$ cat src/design/fetch_pkg.sv
`default_nettype none

// types used by the fetch front end
package fetch_pkg;

    // one slot of the instruction queue
    typedef struct packed {
        logic [31:0] pc;     // address the word came from
        logic [31:0] inst;   // raw instruction, zero on fault
        logic        fault;  // bus error on the fetch
    } fetch_entry;           // 65 bits

    // fetch FSM
    typedef enum logic [1:0] {
        idle      = 2'd0,    // waiting for run and queue room
        addr      = 2'd1,    // arvalid held high
        wait_data = 2'd2     // rready held high
    } fetch_state_e;

    // major opcodes seen by the pre-decode
    // everything not listed maps to other
    typedef enum logic [6:0] {
        other = 7'b0000000,
        jal   = 7'b1101111
    } opcode_e;

    // J-type immediate layout
    //   inst[31]    imm[20]
    //   inst[30:21] imm[10:1]
    //   inst[20]    imm[11]
    //   inst[19:12] imm[19:12]
    // imm[0] is always zero

endpackage

`default_nettype wire

$ cat src/design/inst_queue.sv
`timescale 1ns/10ps
`default_nettype none

// circular buffer of fetch entries toward decode
module inst_queue #(
    parameter int queue_depth = 4   // power of two, at least 2
) (
    input  wire                      clk,
    input  wire                      rst,
    input  wire                      flush,
    input  wire                      push,
    input  fetch_pkg::fetch_entry    entry,
    output logic                     space,
    output logic                     inst_valid,
    output fetch_pkg::fetch_entry    inst,
    input  wire                      inst_ready
);

    localparam int ptr_w = $clog2(queue_depth);

    fetch_pkg::fetch_entry slots [queue_depth];

    logic [ptr_w-1:0] rd_ptr;
    logic [ptr_w-1:0] wr_ptr;
    logic [ptr_w:0]   count;   // one extra bit for full
    logic             pop;

    assign inst_valid = (count != '0);
    assign inst       = slots[rd_ptr];
    assign pop        = inst_valid && inst_ready;

    // room for one more word beyond the read in flight
    assign space = (count + 1'b1) < (ptr_w + 1)'(queue_depth);

    always_ff @(posedge clk) begin
        if (rst || flush) begin
            rd_ptr <= '0;            // flush drops everything
            wr_ptr <= '0;
            count  <= '0;
        end else begin
            if (push) begin
                wr_ptr <= wr_ptr + 1'b1;   // wraps at depth
            end
            if (pop) begin
                rd_ptr <= rd_ptr + 1'b1;
            end
            case ({push, pop})
                2'b10:   count <= count + 1'b1;
                2'b01:   count <= count - 1'b1;
                default: count <= count;   // both or neither
            endcase
        end
    end

    // storage
    always_ff @(posedge clk) begin
        if (push) begin
            slots[wr_ptr] <= entry;
        end
    end

endmodule

`default_nettype wire

$ cat config.mk
export PLATFORM = sky130hd
export DESIGN_NAME = inst_queue
export DESIGN_NICKNAME = d
export VERILOG_FILES = /design/src/design/fetch_pkg.sv /design/src/design/inst_queue.sv
export SDC_FILE = /design/constraint.sdc
export NUM_CORES = 1
export LEC_CHECK = 0
export BUFFER_PORTS_ARGS = -buffer_cell sky130_fd_sc_hd__buf_2
export CORE_ASPECT_RATIO = 1.5
export CORE_MARGIN = 2
export CORE_UTILIZATION = 33
export CTS_BUF_LIST = sky130_fd_sc_hd__clkbuf_16
export DETAILED_ROUTE_END_ITERATION = 10
export PLACE_DENSITY = 0.53
export SYNTH_ARGS = -nofsm -noshare
export SYNTH_HDL_FRONTEND = slang
export SYNTH_SLANG_ARGS = --single-unit
$ cat constraint.sdc
create_clock -name clk -period 3.75 [get_ports clk]
set_clock_uncertainty 0.2 [all_clocks]
set_input_delay 0.1875 -clock clk [delete_from_list [all_inputs] [get_ports clk]]
set_output_delay 0.1875 -clock clk [all_outputs]
set_load 0.02 [all_outputs]
==> impl_metrics.py <==
metrics = {
    "sta": {
        "slew_headroom_pct": 27.9,
        "setup_viol": 0,
        "finalSetupTns_ps": 0,
        "drv_slew": 0,
        "final.min_clock_period_ps": 2670,
        "post-route-period-util_pct": 71.2,
        "tightestPinTransition_ps": 1080,
        "rsz0062_at_grt": "no",
        "hold_viol_final": 0,
        "clock.fmax_mhz": 374,
    },
    "detailed_routing": {
        "final_antenna_net_count": 0,
        "drt_iter0_markers": 173,
        "routed_wl_mm": 19.0,
        "drc": 0,
        "route.vias.total": 4710,
        "viasPerCell": 4.56,
        "drt_first_pass_iters": 4,
        "wl_per_cell_um": 18.4,
    },
    "logic_synthesis": {
        "synth.area.top_cells": "edfxtp_1 78%, mux4_2 15%, dfxtp_1 1.8%, buf_12 1.0%, ha_1 1.0%",
        "ys_ff_latch": 269,
        "yosys.area.top_type": "edfxtp_1",
        "synth_cell_types": 25,
        "netlist_area_sq_mm": 0.00995,
        "yosysTopAreaCellShare_pct": 78.4,
        "synthCells": 397,
        "yosysSeqAreaShare_pct": 80.3,
        "syn_nets": 475,
        "synth_warnings": 0,
        "avgSynthCellArea_sq_um": 25.1,
    },
    "floorplanning": {
        "die_x_um": 146,
        "start_util_pct": 33.7,
        "rows": 77,
        "pin_count": 137,
        "core_sq_mm": 0.0296,
        "die_y_um": 217,
        "dieArea_sq_mm": 0.0316,
    },
    "final_layout": {
        "area_growth_pct": 26.3,
        "fin_cells": 1033,
        "diodes": 0,
        "finalNetCount": 696,
        "n_fill_cell": 2619,
        "drive_gt1_share_pct": 39.2,
    },
    "grt": {
        "grt_pass1_vias": 5348,
        "grt_max_degree": 66,
        "grt_pass1_wl_mm": 29.9,
        "track_usage_pct": 12.2,
        "antenna_found_initial": 2,
        "overflow": 0,
    },
    "setup_path": {
        "r2r_start": "count[0]",
        "reg2reg_depth": 8,
        "cp_max_fo": 37,
        "r2r_slack_ps": 1450,
        "cp.required_ps": 3360,
        "criticalPathCategory": "flip-flop to output pin",
        "worstSetupStartpointType": "flip-flop",
        "cp-end-kind": "output pin",
        "r2r-end": "count[2]",
        "cp.arrival_ps": 2280,
    },
    "min_path": {
        "hold_path_end": "slots[0][29]",
        "hp-class": "primary input to flip-flop",
        "hold_depth": 2,
        "holdCritStartpoint": "entry[29]",
    },
    "clock_network": {
        "postCtsResizedCells": 0,
        "clkLatencyLatePin_ps": 520,
        "post-cts-setup-buffer-count": 0,
        "cts_tree": "done",
        "htree_levels": 1,
        "cts-root-buf": "clkbuf_16",
        "clock_sinks": 269,
        "numCtsBuffers": 26,
        "clk_path_buf_depth": 3,
        "clk_pin_slew_ps": 70,
        "holdBufCountCts": 71,
    },
    "power": {
        "pwr-share-comb_pct": 6.6,
        "power.switching_mw": 1.33,
        "seqPwrFrac_pct": 53.0,
        "pwr_density_cell_mw_per_mm2": 510,
        "vdd_drop_max_mv": 0.305,
        "p_leak_nw": 4.22,
        "intPower_mw": 5.08,
        "swShare_pct": 20.7,
        "clock_power_share_pct": 40.4,
    },
    "place": {
        "gp_congestion": 0.668,
        "dpl.hpwl_mm": 10.7,
        "dp.cells": 914,
        "io_buffers": 136,
    },
    "flow_run": {
        "max_cap_violations": 0,
    },
    "outcome": {
        "outcome": "finished, final reports clean",
    },
}
per-layer routing:
layer / wire length, um / track usage [%]
met5: 21 / 0
met1: 7260 / 13.8
met4: 400 / 4.51
met2: 10500 / 23.1
met3: 824 / 2.08
worst max-delay path by stage:
| stage | from | to | slack [ps] | cells past startpoint |
|---|---|---|---|---|
| floorplan | wr_ptr[0] | slots[2][0] | 1050 | 3 |
| global placement | flip-flop | inst[4] | 1530 | 3 |
| detailed placement | count[0] | count[2] | 1470 | 8 |
| CTS | flip-flop | inst[1] | 960 | 3 |
| global route | flip-flop | inst[4] | 900 | 3 |
| finish | flip-flop | inst[20] | 1080 | 3 |
flip-flops by register name (all words and copies together) (netlist names), named ones only:
signal,cells
count,3
slots,260
wr_ptr,2
rd_ptr,2
final cells by class:
type | instances | area [sq um] | area share, %
Clock buffer | 27 | 676 | 5.38
Multi-Input combinational cell | 105 | 1790 | 14.2
Timing Repair Buffer | 209 | 1410 | 11.2
Sequential cell | 269 | 8000 | 63.6
Inverter | 7 | 26.3 | 0.209
Tap cell | 395 | 494 | 3.93
Clock inverter | 21 | 186 | 1.48
layout by cell type, fill, tap and decap left out, drive strengths merged, types with 2 or more instances in the layout:
cell and n:
a211o 2, buf 138, and2 5, clkinvlp 2, xnor2 3, dlygate4sd3 71, nor2 8, clkinv 10
bufinv 3, xor2 2, clkbuf 27, mux4 65, dfxtp 9, nand2 2, ha 8, a211oi 2
edfxtp 260, inv 13
metrics by stage:
stage	total power [mW]	setup WS, ps	area, sq um	util, %	hold slack (ps)
after floorplan	3.68	1050	9950	-	86.4
after global placement	3.82	1530	11000	37.2	196
after detailed placement	3.83	1470	11000	37.2	206
after CTS	6.51	961	12600	42.5	182
after global routing	6.64	897	12600	42.5	206
final	6.41	1080	12600	42.5	212
power groups by stage:
stage / Clock, mW / Combinational (mW) / Sequential [mW]
CTS: 2.68 / 0.436 / 3.39
finish: 2.59 / 0.423 / 3.39
floorplan: 0 / 0.223 / 3.46
detailed placement: 0 / 0.375 / 3.46
global route: 2.78 / 0.460 / 3.40
global placement: 0 / 0.365 / 3.45
synthesized netlist by cell type:
cell and instances:
a211o_1 2, a211oi_1 2, a21oi_1 1, a31o_2 1
and2_1 5, buf_12 5, buf_2 6, buf_4 2
buf_6 1, clkbuf_1 2, dfxtp_1 9, edfxtp_1 260
ha_1 8, inv_1 7, mux2i_1 1, mux4_2 65
nand2_1 2, nand2b_4 1, nand3_1 1, nand4b_1 1
nor2_1 8, nor2b_2 1, or2_2 1, xnor2_1 3
xor2_1 2
critical path, cell delays in order (launching register included):
cell and delay [ps]:
dfxtp_4 340, buf_4 610, mux4_2 610, buf_2 180
cells by family (layout without fill, tap and decap cells):
kind of cell / after synthesis / in the layout / share of synthesized area, %
compound gates: 6 / 6 / 0.465
buf+inv: 23 / 264 / 1.91
mux: 66 / 66 / 14.8
flops: 269 / 269 / 80.3
simple gates: 20 / 20 / 1.12
fa+ha+maj: 8 / 8 / 1.01
xor+xnor: 5 / 5 / 0.440
Power figures use the tool's default switching activity.
