### config.mk
export PLATFORM = sky130hd
export DESIGN_NAME = fetch_unit
export DESIGN_NICKNAME = d
export VERILOG_FILES = /design/src/design/axi_lite_pkg.sv /design/src/design/fetch_pkg.sv /design/src/design/fetch_unit.sv
export SDC_FILE = /design/constraint.sdc
export NUM_CORES = 1
export LEC_CHECK = 0
export BUFFER_PORTS_ARGS = -buffer_cell sky130_fd_sc_hd__buf_2
export CORE_MARGIN = 2
export CORE_UTILIZATION = 35
export CTS_CLUSTER_DIAMETER = 200
export DETAILED_ROUTE_END_ITERATION = 8
export GPL_ROUTABILITY_DRIVEN = 1
export PLACE_DENSITY_LB_ADDON = 0.05
export SLEW_MARGIN = 5
export SYNTH_ARGS = -nofsm -noshare
export SYNTH_HDL_FRONTEND = slang
export SYNTH_SLANG_ARGS = --single-unit
### constraint.sdc
create_clock -name clk -period 9.2 [get_ports clk]
set_clock_uncertainty 0.1 [all_clocks]
set_input_delay 1.84 -clock clk [delete_from_list [all_inputs] [get_ports clk]]
set_output_delay 1.84 -clock clk [all_outputs]
set_load 0.05 [all_outputs]
### src/design/axi_lite_pkg.sv
`default_nettype none

// AXI4-Lite channel payloads shared by master and slave
package axi_lite_pkg;

    // response codes, only the two the SRAM can give
    typedef enum logic [1:0] {
        OKAY   = 2'b00,
        SLVERR = 2'b10
    } resp_e;

    typedef struct packed {
        logic        valid;
        logic [31:0] addr;
    } axi_ar;   // read address, 33 bits

    typedef struct packed {
        logic        valid;
        logic [31:0] data;
        resp_e       resp;
    } axi_r;    // read data, 35 bits

    // write address and data travel together
    typedef struct packed {
        logic        valid;
        logic [31:0] addr;
        logic [31:0] data;
        logic [3:0]  strb;
    } axi_aw_w;

    typedef struct packed {
        logic  valid;
        resp_e resp;
    } axi_b;    // write response

endpackage

`default_nettype wire

### src/design/fetch_pkg.sv
`default_nettype none

// types used by the fetch front end
package fetch_pkg;

    // one slot of the instruction queue
    typedef struct packed {
        logic [31:0] pc;     // address the word came from
        logic [31:0] inst;   // raw instruction, zero on fault
        logic        fault;  // bus error on the fetch
    } fetch_entry;           // 65 bits

    // fetch FSM
    typedef enum logic [1:0] {
        idle      = 2'd0,    // waiting for run and queue room
        addr      = 2'd1,    // arvalid held high
        wait_data = 2'd2     // rready held high
    } fetch_state_e;

    // major opcodes seen by the pre-decode
    // everything not listed maps to other
    typedef enum logic [6:0] {
        other = 7'b0000000,
        jal   = 7'b1101111
    } opcode_e;

    // J-type immediate layout
    //   inst[31]    imm[20]
    //   inst[30:21] imm[10:1]
    //   inst[20]    imm[11]
    //   inst[19:12] imm[19:12]
    // imm[0] is always zero

endpackage

`default_nettype wire

### src/design/fetch_unit.sv
`timescale 1ns/10ps
`default_nettype none

// pc sequencing and AXI4-Lite read master for instruction fetch
module fetch_unit #(
    parameter logic [31:0] reset_pc = 32'h8000_0000
) (
    input  wire                      clk,
    input  wire                      rst,
    input  wire                      run,
    input  wire                      redirect_valid,
    input  wire  [31:0]              redirect_pc,
    output axi_lite_pkg::axi_ar      ar,
    input  wire                      arready,
    input  axi_lite_pkg::axi_r       r,
    output logic                     rready,
    output logic                     push,
    output fetch_pkg::fetch_entry    entry,
    input  wire                      space,
    output logic                     flush
);

    fetch_pkg::fetch_state_e state;

    logic [31:0] pc;       // pc of the word being fetched
    logic [31:0] ar_addr;  // stays put while arvalid waits
    logic        drop;     // outstanding read was cancelled

    logic            r_hs;
    logic            fault;
    fetch_pkg::opcode_e op;
    logic [31:0]     j_imm;
    logic [31:0]     next_pc;   // sequential or jal target
    logic [31:0]     issue_pc;  // address of the next AR after a response

    assign ar     = '{valid: (state == fetch_pkg::addr), addr: ar_addr};
    assign rready = (state == fetch_pkg::wait_data);
    assign r_hs   = r.valid && rready;
    assign flush  = redirect_valid;  // queue cleared in the same cycle

    // pre-decode of the returning word
    always_comb begin
        fault = (r.resp == axi_lite_pkg::SLVERR);
        op    = (r.data[6:0] == fetch_pkg::jal) ? fetch_pkg::jal : fetch_pkg::other;
        j_imm = {{12{r.data[31]}}, r.data[19:12], r.data[20], r.data[30:21], 1'b0};
        if (!fault && op == fetch_pkg::jal) begin
            next_pc = pc + j_imm;   // static jump
        end else begin
            next_pc = pc + 32'd4;   // faults keep stepping too
        end
        if (redirect_valid) begin
            issue_pc = redirect_pc;
        end else if (drop) begin
            issue_pc = pc;          // pc already holds the redirect target
        end else begin
            issue_pc = next_pc;
        end
    end

    // a stale or redirected response never reaches the queue
    assign push  = r_hs && !drop && !redirect_valid;
    assign entry = '{pc: pc, inst: r.data, fault: fault};

    always_ff @(posedge clk) begin
        if (rst) begin
            state <= fetch_pkg::idle;
            pc    <= reset_pc;
            drop  <= 1'b0;
        end else begin
            case (state)
                fetch_pkg::idle: begin
                    if (redirect_valid) begin
                        pc <= redirect_pc;             // start there next cycle
                    end else if (run && space) begin
                        state <= fetch_pkg::addr;
                    end
                end
                fetch_pkg::addr: begin
                    if (arready) begin
                        state <= fetch_pkg::wait_data;
                    end
                    if (redirect_valid) begin
                        pc   <= redirect_pc;
                        drop <= 1'b1;                  // AR already on the bus
                    end
                end
                fetch_pkg::wait_data: begin
                    if (r_hs) begin
                        drop <= 1'b0;
                        pc   <= issue_pc;
                        if (run && space) begin
                            state <= fetch_pkg::addr;  // back to back
                        end else begin
                            state <= fetch_pkg::idle;
                        end
                    end else if (redirect_valid) begin
                        pc   <= redirect_pc;
                        drop <= 1'b1;                  // wait and discard
                    end
                end
                default: state <= fetch_pkg::idle;
            endcase
        end
    end

    // AR address register
    always_ff @(posedge clk) begin
        if (state == fetch_pkg::idle && !redirect_valid) begin
            ar_addr <= pc;
        end else if (r_hs) begin
            ar_addr <= issue_pc;
        end
    end

endmodule

`default_nettype wire

==> results of run 1 <==
-- worst min-delay path, stage by stage, from the launching register on --
cell	delay (ns)
dfxtp_1	0.31
nand2_1	0.05
a21oi_1	0.05
-- path summary, 6_finish.rpt --
check	start	end	slack [ns]	depth (start not counted)
worst max-delay path	r[34]	push	3.64	5
worst min-delay path	pc[0]	pc[0]	0.36	2
worst max register to register	pc[2]	ar_addr[29]	5.15	10
worst min register to register	pc[0]	pc[0]	0.36	2
-- state kept, by name, summed over array words and instances (netlist names) --
signal and cells:
ar_addr 32, pc 32, state 2, drop 1
-- routing by layer --
layer	GRT usage [%]	vias up	part of all wire (%)
met5	0	-	0
met4	8.00	0	2.2
met3	2.46	33	7.2
met2	34.4	285	43
met1	35.6	3202	48
li1	-	3276	-
-- placed cells by master (no fill, tap or decap), types with 13 or more instances in the layout --
cell,count
buf_2,163
a21oi_1,91
nor2_1,80
nand2_1,71
o21ai_0,50
ha_1,35
dfxtp_1,35
edfxtp_1,32
nand3_1,29
inv_1,23
nand4_1,21
xor2_1,18
nor3_1,17
a211oi_1,16
a31oi_1,14
nand2b_1,13
-- cells by family (layout without fill, tap and decap cells) --
kind of cell	count (synthesis)	after routing	synth area share (%)
muxes	15	15	2.45
AOI/OAI and AO/OA	281	281	28.9
adders and majority gates	36	36	7.23
xor gates and xnor gates	30	30	4.15
buffers and inverters	110	211	8.61
DFF	67	67	26.2
and+or+nand+nor	292	292	22.4
-- stage by stage --
step                      instance area (um^2)  setup WS [ns]  hold slack (ns)  cells  util (%)
after floorplan                           6330           4.35            0.521    831         -
after global placement                    7050           3.75            0.355   1145      39.5
after detailed placement                  7050           3.65            0.364   1145      39.5
after CTS                                 7310           3.66            0.368   1161      41.0
after global routing                      7310           3.57            0.412   1161      41.0
final                                     7310           3.64            0.365   1161      41.0
-- layout make-up --
cell class              count  area (um^2)
fillers                  1870        10500
multi-input cells         654         4130
flip-flops and latches     67         1660
repair buffers            172          883
well taps                 229          287
clock buffers               9          225
inverters                  23         86.3
clock inverters             7         35.0
-- report_power, final --
| group | leakage [nW] | internal, W | switching (W) |
|---|---|---|---|
| registers | 0.604 | 0.000381 | 0.0000472 |
| logic | 2.35 | 0.000183 | 0.000492 |
| clock network | 0.121 | 0.000178 | 0.000128 |
| total | 3.08 | 0.000742 | 0.000667 |
==> results by group, run 1 <==
Status
  – Status: finished clean

Detailed routing
  – Drt wl/cell: about 20 um
  – Via density: roughly 5.9
  – Drt total wl: 23,100 um
  – # DRC: 0
  – DRT antenna net count: 0
  – Iter 0 DRT Violations: roughly 600
  – DR pass1 iterations: 5
  – Routed vias: around 6.8k

Logic synthesis
  – Post-synthesis cell type with the largest combined area: edfxtp_1
  – Area share of the largest cell type after synthesis: between 10% and 20%
  – Main synth FF type: dfxtp_1
  – Share of async-settable or async-resettable flops after synthesis: 0%
  – Syn_area_per_cell: around 7.6 um^2
  – Cells after synthesis: approximately 830
  – Syn_nets: 940
  – Sequential area share after synthesis: a little over a quarter
  – Flops & latches, synth: between 60 and 70
  – Post-Synthesis Cell Area: roughly 6300 um^2
  – Area contributors post-synth: edfxtp_1 (15%), dfxtp_1 (11%), a21oi_1 (7.2%)
  – Most common cell in the netlist: a21oi_1
  – Ys Warns: 0
  – EDFF count, synth: 32
  – Netlist cell types: 70
  – Synth top cells by count: a21oi_1 (91), nor2_1 (80), nand2_1 (71)

Floorplan
  – Row count: between 40 and 50
  – Placeable Area: 17,800 um^2
  – Total I/O pin count: 174
  – Die W: between 100 and 150 um
  – Die H: between 100 and 150 um
  – Initial Utilization: about 36%
  – Die area: approximately 19,000 um^2

GRT
  – Largest net degree at the start of global routing: 80
  – Number of global-route vias before repair: approximately 6.4k
  – Global-route wire length before repair: ~36,000 um
  – Total track usage: about a quarter
  – Initial antenna violation count: 0
  – Overflow after GRT: 0

Clocking
  – H-Tree Depth: 3
  – CTS Buffer Depth: 2
  – Hold Buf Count CTS: 0
  – CTS tree: done
  – Num Clock Sinks: 67
  – CTS clk-pin slew, worst paths: roughly 0.050 ns
  – Clock Latency Late Sink: between 0.3 and 0.4 ns
  – Post-CTS setup buffer count: 0
  – Root buf cell: clkbuf_16
  – Num CTS Buffers: 9
  – Post-cts resize count: 0

Finish
  – Share of cells above drive strength 1: 22.3%
  – Nets: 1,036
  – Synth-to-layout area growth: 15.4%
  – N_diodes: 0

Setup path
  – Setup crit end kind: output pin
  – Worst-path cell chain: buf_2, and2_1, nand2_1, nor2_1, buf_2
  – Maximum fanout along the worst path: 12
  – Startpoint class of the critical path: input pin
  – Critical path type: input pin to output pin
  – Slowest stage cell, crit path: nor2_1
  – Max stage delay on crit path: approximately 0.56 ns
  – Worst Path Arrival: around 3.6 ns
  – Worst EP required: ~7.3 ns
  – Buf/Inv on CP: 2
  – Top Family by Delay on Critical Path: simple AND/OR/NAND/NOR gates
  – Most frequent cell on the critical path: buf_2

Timing
  – Max Fclk: approximately 180 MHz
  – Period utilization: between 60% and 70%
  – Slew @ Worst Pin: between 1 and 1.5 ns
  – Slew Viols, Final: 0
  – Setup Total Neg Slack: 0 ns
  – Max-slew headroom: around a third
  – Final hold viol count: 0
  – Fin crit period: roughly 5.6 ns
  – Endpoints failing setup: 0
  – Setup repair after global routing missed its margin: false

Worst hold path
  – Hold Path Class: flip-flop to flip-flop

Placed design
  – GP Congestion: ~0.84
  – HPWL after DPL: 17,300 um
  – IO Port Bufs: roughly 160

Job
  – Max-cap violations: 0

Pwr
  – Maximum vdd drop: roughly 140 uV
  – Power Dens Cells: around 190 nW/um^2
  – Final Total Pwr: between 0.001 and 0.0015 W
  – Leak: 3.08 nW
Note: power is estimated with default switching activity, not from simulation.
==> run 2: changes to the inputs <==
clock period = 4.9 ns   (was 9.2 ns; I/O delays follow)
==> results by group, run 2 (synthesis gave the netlist of run 1 again) <==
Timing
  – Slew Viols, Final: 0 (unchanged)
  – Max-slew headroom: 33.5% (+1.9 points)
  – Period utilization: 87.4%
  – Setup Total Neg Slack: 0 ns (unchanged)
  – Max Fclk: around 230 MHz
  – Endpoints failing setup: 0 (unchanged)
  – Slew @ Worst Pin: 0.989 ns (-0.0275 ns)
  – Fin crit period: ~4.3 ns
  – Setup repair after global routing missed its margin: false
  – Setup ws final: 0.615 ns (-3.02 ns)
  – Final hold viol count: 0 (unchanged)

Clocking
  – Post-CTS setup buffer count: 0 (unchanged)
  – Hold Buf Count CTS: 0 (unchanged)
  – CTS Buffer Depth: 2 (unchanged)
  – Post-cts resize count: 0 (unchanged)
  – H-Tree Depth: 3 (unchanged)
  – Num Clock Sinks: 67 (unchanged)
  – Root buf cell: clkbuf_16
  – CTS clk-pin slew, worst paths: 0.06 ns (about the same)
  – Num CTS Buffers: 9 (unchanged)
  – Clock Latency Late Sink: 0.34 ns (about the same)
  – CTS tree: done

Pwr
  – Final Total Pwr: 0.00267 W (+90%)
  – Maximum vdd drop: 208 uV (+54%)
  – Sw Share: 47.1% (-0.20 points)
  – Leak: 3.14 nW (+2.0%)
  – Combinational Power Share: 48.7% (+0.8 points)
  – Switching Power: 0.00126 W (+89%)
  – Power Dens Cells: 361 nW/um^2 (+87%)
  – Int Pwr: 0.00141 W (+90%)
  – Clock share of power: 21.4% (-0.3 points)
  – Flop pwr share: 29.9% (-0.5 points)

Setup path
  – Top Family by Delay on Critical Path: compound AO/OA/AOI/OAI gates
  – Crit path launch: r[23]
  – R2r startpoint: pc[1]
  – Max stage delay on crit path: 0.60 ns (+0.04 ns)
  – Buf/Inv on CP: 2 (unchanged)
  – Maximum fanout along the worst path: 3 (-9)
  – Startpoint class of the critical path: input pin
  – Setup crit end kind: flip-flop
  – Slowest stage cell, crit path: o311ai_0
  – Worst-path cell chain: buf_2, ha_1, inv_1, fa_1, and2b_1, o2111ai_1, a211oi_1, o2111ai_1, a211oi_1, o21bai_1, o311ai_0, o31ai_1
  – Worst Path Arrival: 4.25 ns (+0.63 ns)
  – Worst EP required: 4.86 ns (-2.40 ns)
  – Critical path type: input pin to flip-flop

Floorplan
  – Die W: 139 um (unchanged)
  – Initial Utilization: 35.5% (unchanged)
  – Die H: 139 um (unchanged)
  – Die area: 19,200 um^2 (unchanged)
  – Placeable Area: 17,800 um^2 (unchanged)
  – Row count: 49 (unchanged)
  – Total I/O pin count: 174 (unchanged)

Status
  – Status: finished clean

Finish
  – Synth-to-layout area growth: 16.7%
  – Final Non-Filler Cells: 1,171 (+0.86%)
  – Filler cells: 1,872 (+0.11%)
  – Fin util: 41.4% (+0.46 points)
  – Most frequent cells in the layout: buf_2 (163), a21oi_1 (91), nor2_1 (80), nand2_1 (71), o21ai_0 (50)
  – Commonest non-fill, non-tap cell in the layout: buf_2
  – Nets: 1,046 (+0.97%)
  – Share of cells above drive strength 1: 23.0% (+0.72 points)
  – Biggest regs: ar_addr: 32 flops, pc: 32 flops, state: 2 flops
  – N_diodes: 0 (unchanged)

GRT
  – Largest net degree at the start of global routing: 48 (-40%)
  – Total track usage: 23.9% (+0.50 points)
  – Number of global-route vias before repair: 6,515 (+1.7%)
  – Global-route wire length before repair: 36,500 um (+1.7%)
  – Overflow after GRT: 0 (unchanged)
  – Initial antenna violation count: 0 (unchanged)

Detailed routing
  – DR pass1 iterations: 5 (unchanged)
  – Iter 0 DRT Violations: 664 (+14%)
  – Via density: 5.93 (+1.3%)
  – Drt total wl: 23,600 um (+2.3%)
  – DRT antenna net count: 0 (unchanged)
  – # DRC: 0 (unchanged)
  – Routed vias: 6,946 (+2.2%)
  – Drt wl/cell: 20.2 um (+1.4%)

Job
  – Max-cap violations: 0 (unchanged)

Worst hold path
  – Hold Path Class: flip-flop to flip-flop
  – Hold Path Origin: pc[0]

Placed design
  – HPWL after DPL: 17,700 um (+2.1%)
  – GP Congestion: 0.853 (+1.3%)
  – IO Port Bufs: 163 (unchanged)
  – Place WS: 0.170 ns (-3.48 ns)
  – # placed instances: 1,155 (+0.87%)
==> run 2: changes by cell type in the layout (fill, tap and decap cells not counted) <==
cell / delta
clkbuf_1: +3
clkinvlp_4: -2
clkinv_2: +1
clkinv_1: -2
buf_12: +1
buf_4: +9
==> run 2: layout make-up <==
| class | instances | area [um^2] | share of cell area, % |
|---|---|---|---|
| Timing Repair Buffer | 182 | 971 | 13.1 |
| Clock buffer | 12 | 236 | 3.20 |
| Tap cell | 229 | 287 | 3.88 |
| Clock inverter | 4 | 17.5 | 0.237 |
| Sequential cell | 67 | 1660 | 22.5 |
| Inverter | 23 | 86.3 | 1.17 |
| Multi-Input combinational cell | 654 | 4130 | 55.9 |
==> run 2: layer usage <==
metal	vias to the layer above	GRT usage, %	share of wire [%]
li1	3302	-	-
met1	3300	34.9	46
met2	313	36.2	44
met3	31	3.33	7.9
met4	0	8.32	2.4
met5	-	0	0
==> run 2: worst paths after layout <==
path | endpoint | slack (ns) | cells past startpoint
max | ar_addr[29] | 0.62 | 12
min reg2reg | pc[0] | 0.37 | 2
max reg2reg | ar_addr[29] | 0.93 | 11
min | pc[0] | 0.37 | 2
==> run 2: worst register-to-register path: cells and delay by family, from the launching register on <==
kind	cells	cell delay, ns
DFF	1	0.39
and+or+nand+nor	1	0.24
AOI/OAI and AO/OA	7	2.26
buffers and inverters	1	0.07
adders and majority gates	2	0.63
==> run 2: through the flow <==
stage          instance area [um^2]  hold slack [ns]
2_1_floorplan                  6330            0.521
3_3_place_gp                   7140            0.355
3_5_place_dp                   7140            0.371
4_1_cts                        7390            0.378
5_1_grt                        7390            0.396
6_report                       7390            0.370
==> run 2: power groups by stage <==
stage	Combinational [W]	Clock, W	Sequential (W)
floorplan	0.000647	0	0.00111
global placement	0.00128	0	0.000802
global route	0.00139	0.000604	0.000809
finish	0.00130	0.000573	0.000797
CTS	0.00129	0.000577	0.000795
detailed placement	0.00129	0	0.000805
==> run 3: changes to the inputs <==
==> constraint.sdc (replaced) <==
create_clock -name clk -period 4.9 [get_ports clk]
set_clock_uncertainty 0.1 [all_clocks]
set_input_delay 0 -clock clk [delete_from_list [all_inputs] [get_ports clk]]
set_output_delay 0 -clock clk [all_outputs]
set_load 0.05 [all_outputs]
==> results by group, run 3 (synthesis gave the netlist of run 1 again) <==
Status
  – Status: finished clean

Setup path
  – Buf/Inv on CP: 1 (-1)
  – Critical path type: flip-flop to flip-flop
  – Maximum fanout along the worst path: 5 (+2)
  – Worst Path Arrival: 3.97 ns (-0.28 ns)
  – Worst-path cell chain: ha_1, inv_1, fa_1, and2b_1, o2111ai_1, a211oi_1, o2111ai_1, a211oi_1, o21bai_1, o311ai_0, o31ai_1
  – Top Family by Delay on Critical Path: compound AO/OA/AOI/OAI gates
  – Setup crit end kind: flip-flop
  – Startpoint class of the critical path: flip-flop
  – Max stage delay on crit path: 0.58 ns (-0.02 ns)
  – Worst EP required: 4.87 ns (about the same)
  – Slowest stage cell, crit path: o311ai_0

Finish
  – Final Non-Filler Cells: 1,209 (+3.2%)
  – Synth-to-layout area growth: 23.8%
  – Most frequent cells in the layout: buf_2 (163), a21oi_1 (91), nor2_1 (80), nand2_1 (71), o21ai_0 (50)
  – Nets: 1,084 (+3.6%)
  – N_diodes: 0 (unchanged)
  – Share of cells above drive strength 1: 22.3% (-0.69 points)
  – Biggest regs: ar_addr: 32 flops, pc: 32 flops, state: 2 flops
  – Filler cells: 1,841 (-1.7%)
  – Commonest non-fill, non-tap cell in the layout: buf_2

Detailed routing
  – Iter 0 DRT Violations: 623 (-6.2%)
  – DR pass1 iterations: 7 (+2)
  – # DRC: 0 (unchanged)
  – DRT antenna net count: 0 (unchanged)
  – Drt wl/cell: 19.7 um (-2.5%)
  – Drt total wl: 23,800 um (+0.69%)
  – Routed vias: 6,995 (+0.71%)
  – Via density: 5.79 (-2.5%)

Placed design
  – GP Congestion: 0.885 (+3.8%)
  – HPWL after DPL: 17,600 um (-0.39%)
  – Place WS: 0.842 ns (+0.672 ns)
  – # placed instances: 1,155 (unchanged)
  – IO Port Bufs: 163 (unchanged)

Timing
  – Slew Viols, Final: 0 (unchanged)
  – Setup repair after global routing missed its margin: false
  – Max Fclk: 249 MHz (+6.9%)
  – Slew @ Worst Pin: 0.954 ns (-0.0348 ns)
  – Setup ws final: 0.891 ns (+0.276 ns)
  – Setup Total Neg Slack: 0 ns (unchanged)
  – Final hold viol count: 0 (unchanged)
  – Fin crit period: 4.01 ns (-0.276 ns)
  – Endpoints failing setup: 0 (unchanged)
  – Period utilization: 81.8% (-5.6 points)
  – Max-slew headroom: 36.1% (+2.6 points)
  – Hold slack final: 0.0127 ns (-0.357 ns)

GRT
  – Largest net degree at the start of global routing: 47 (-2.1%)
  – Initial antenna violation count: 0 (unchanged)
  – Number of global-route vias before repair: 6,372 (-2.2%)
  – Total track usage: 23.8% (-0.11 points)
  – Overflow after GRT: 0 (unchanged)
  – Global-route wire length before repair: 36,300 um (-0.72%)

Floorplan
  – Placeable Area: 17,800 um^2 (unchanged)
  – Die W: 139 um (unchanged)
  – Die area: 19,200 um^2 (unchanged)
  – Total I/O pin count: 174 (unchanged)
  – Initial Utilization: 35.5% (unchanged)
  – Row count: 49 (unchanged)
  – Die H: 139 um (unchanged)

Pwr
  – Power Dens Cells: 366 nW/um^2 (+1.3%)
  – Leak: 3.33 nW (+6.1%)
  – Maximum vdd drop: 228 uV (+9.6%)

Clocking
  – Clock Latency Late Sink: 0.34 ns (about the same)
  – CTS tree: done
  – CTS Buffer Depth: 2 (unchanged)
  – H-Tree Depth: 3 (unchanged)
  – Root buf cell: clkbuf_16
  – Num Clock Sinks: 67 (unchanged)
  – Post-cts resize count: 0 (unchanged)
  – Post-CTS setup buffer count: 0 (unchanged)
  – CTS clk-pin slew, worst paths: 0.06 ns (about the same)
  – Num CTS Buffers: 9 (unchanged)
  – Hold Buf Count CTS: 38 (+38)

Job
  – Max-cap violations: 0 (unchanged)

Worst hold path
  – Hold Path Class: input pin to flip-flop
==> run 3: cell types whose count changed in the layout (fill, tap and decap cells not counted) <==
cell / change
clkinv_2: -2
bufinv_16: +3
dlygate4sd3_1: +38
buf_4: +1
clkinvlp_4: +1
clkbuf_1: -1
buf_12: -1
clkinv_1: -1
==> run 3: per-stage QoR <==
stage          utilization [%]  total power, W  area [um^2]
5_1_grt                   43.9         0.00300         7840
2_1_floorplan                -         0.00175         6330
3_3_place_gp              39.9         0.00207         7120
3_5_place_dp              39.9         0.00208         7120
6_report                  43.9         0.00287         7840
4_1_cts                   43.9         0.00287         7840
==> run 3: where the power goes <==
part | switching, W | internal (W)
registers | 0.0000885 | 0.000715
clock network | 0.000250 | 0.000496
logic | 0.000941 | 0.000379
total | 0.00128 | 0.00159
==> run 3: per-layer routing <==
| metal | track usage, % | wire length [um] |
|---|---|---|
| met1 | 35.5 | 11400 |
| met2 | 36.0 | 10300 |
| met3 | 3.29 | 1670 |
| met4 | 6.34 | 352 |
| met5 | 0 | 0 |
==> run 3: path summary, 6_finish.rpt <==
path	start	endpoint	slack (ns)	cells past startpoint
hold reg to reg	pc[0]	pc[0]	0.37	2
setup reg to reg	pc[1]	ar_addr[29]	0.89	11
hold / removal	redirect_pc[1]	pc[1]	0.01	4
setup / recovery	pc[1]	ar_addr[29]	0.89	11
==> run 3: worst reg2reg max path, delay by kind of cell, from the launching register on <==
kind,cells,cell delay [ns]
AOI/OAI and AO/OA,7,2.24
adders and majority gates,2,0.66
buffers and inverters,1,0.08
DFF,1,0.39
and+or+nand+nor,1,0.25
==> run 3: cell type report <==
| class | count | area, um^2 | share of cell area [%] |
|---|---|---|---|
| clock buffers | 11 | 233 | 2.97 |
| clock inverters | 5 | 101 | 1.29 |
| inverters | 23 | 86.3 | 1.10 |
| multi-input cells | 654 | 4130 | 52.7 |
| flip-flops and latches | 67 | 1660 | 21.2 |
| well taps | 229 | 287 | 3.66 |
| repair buffers | 220 | 1340 | 17.1 |
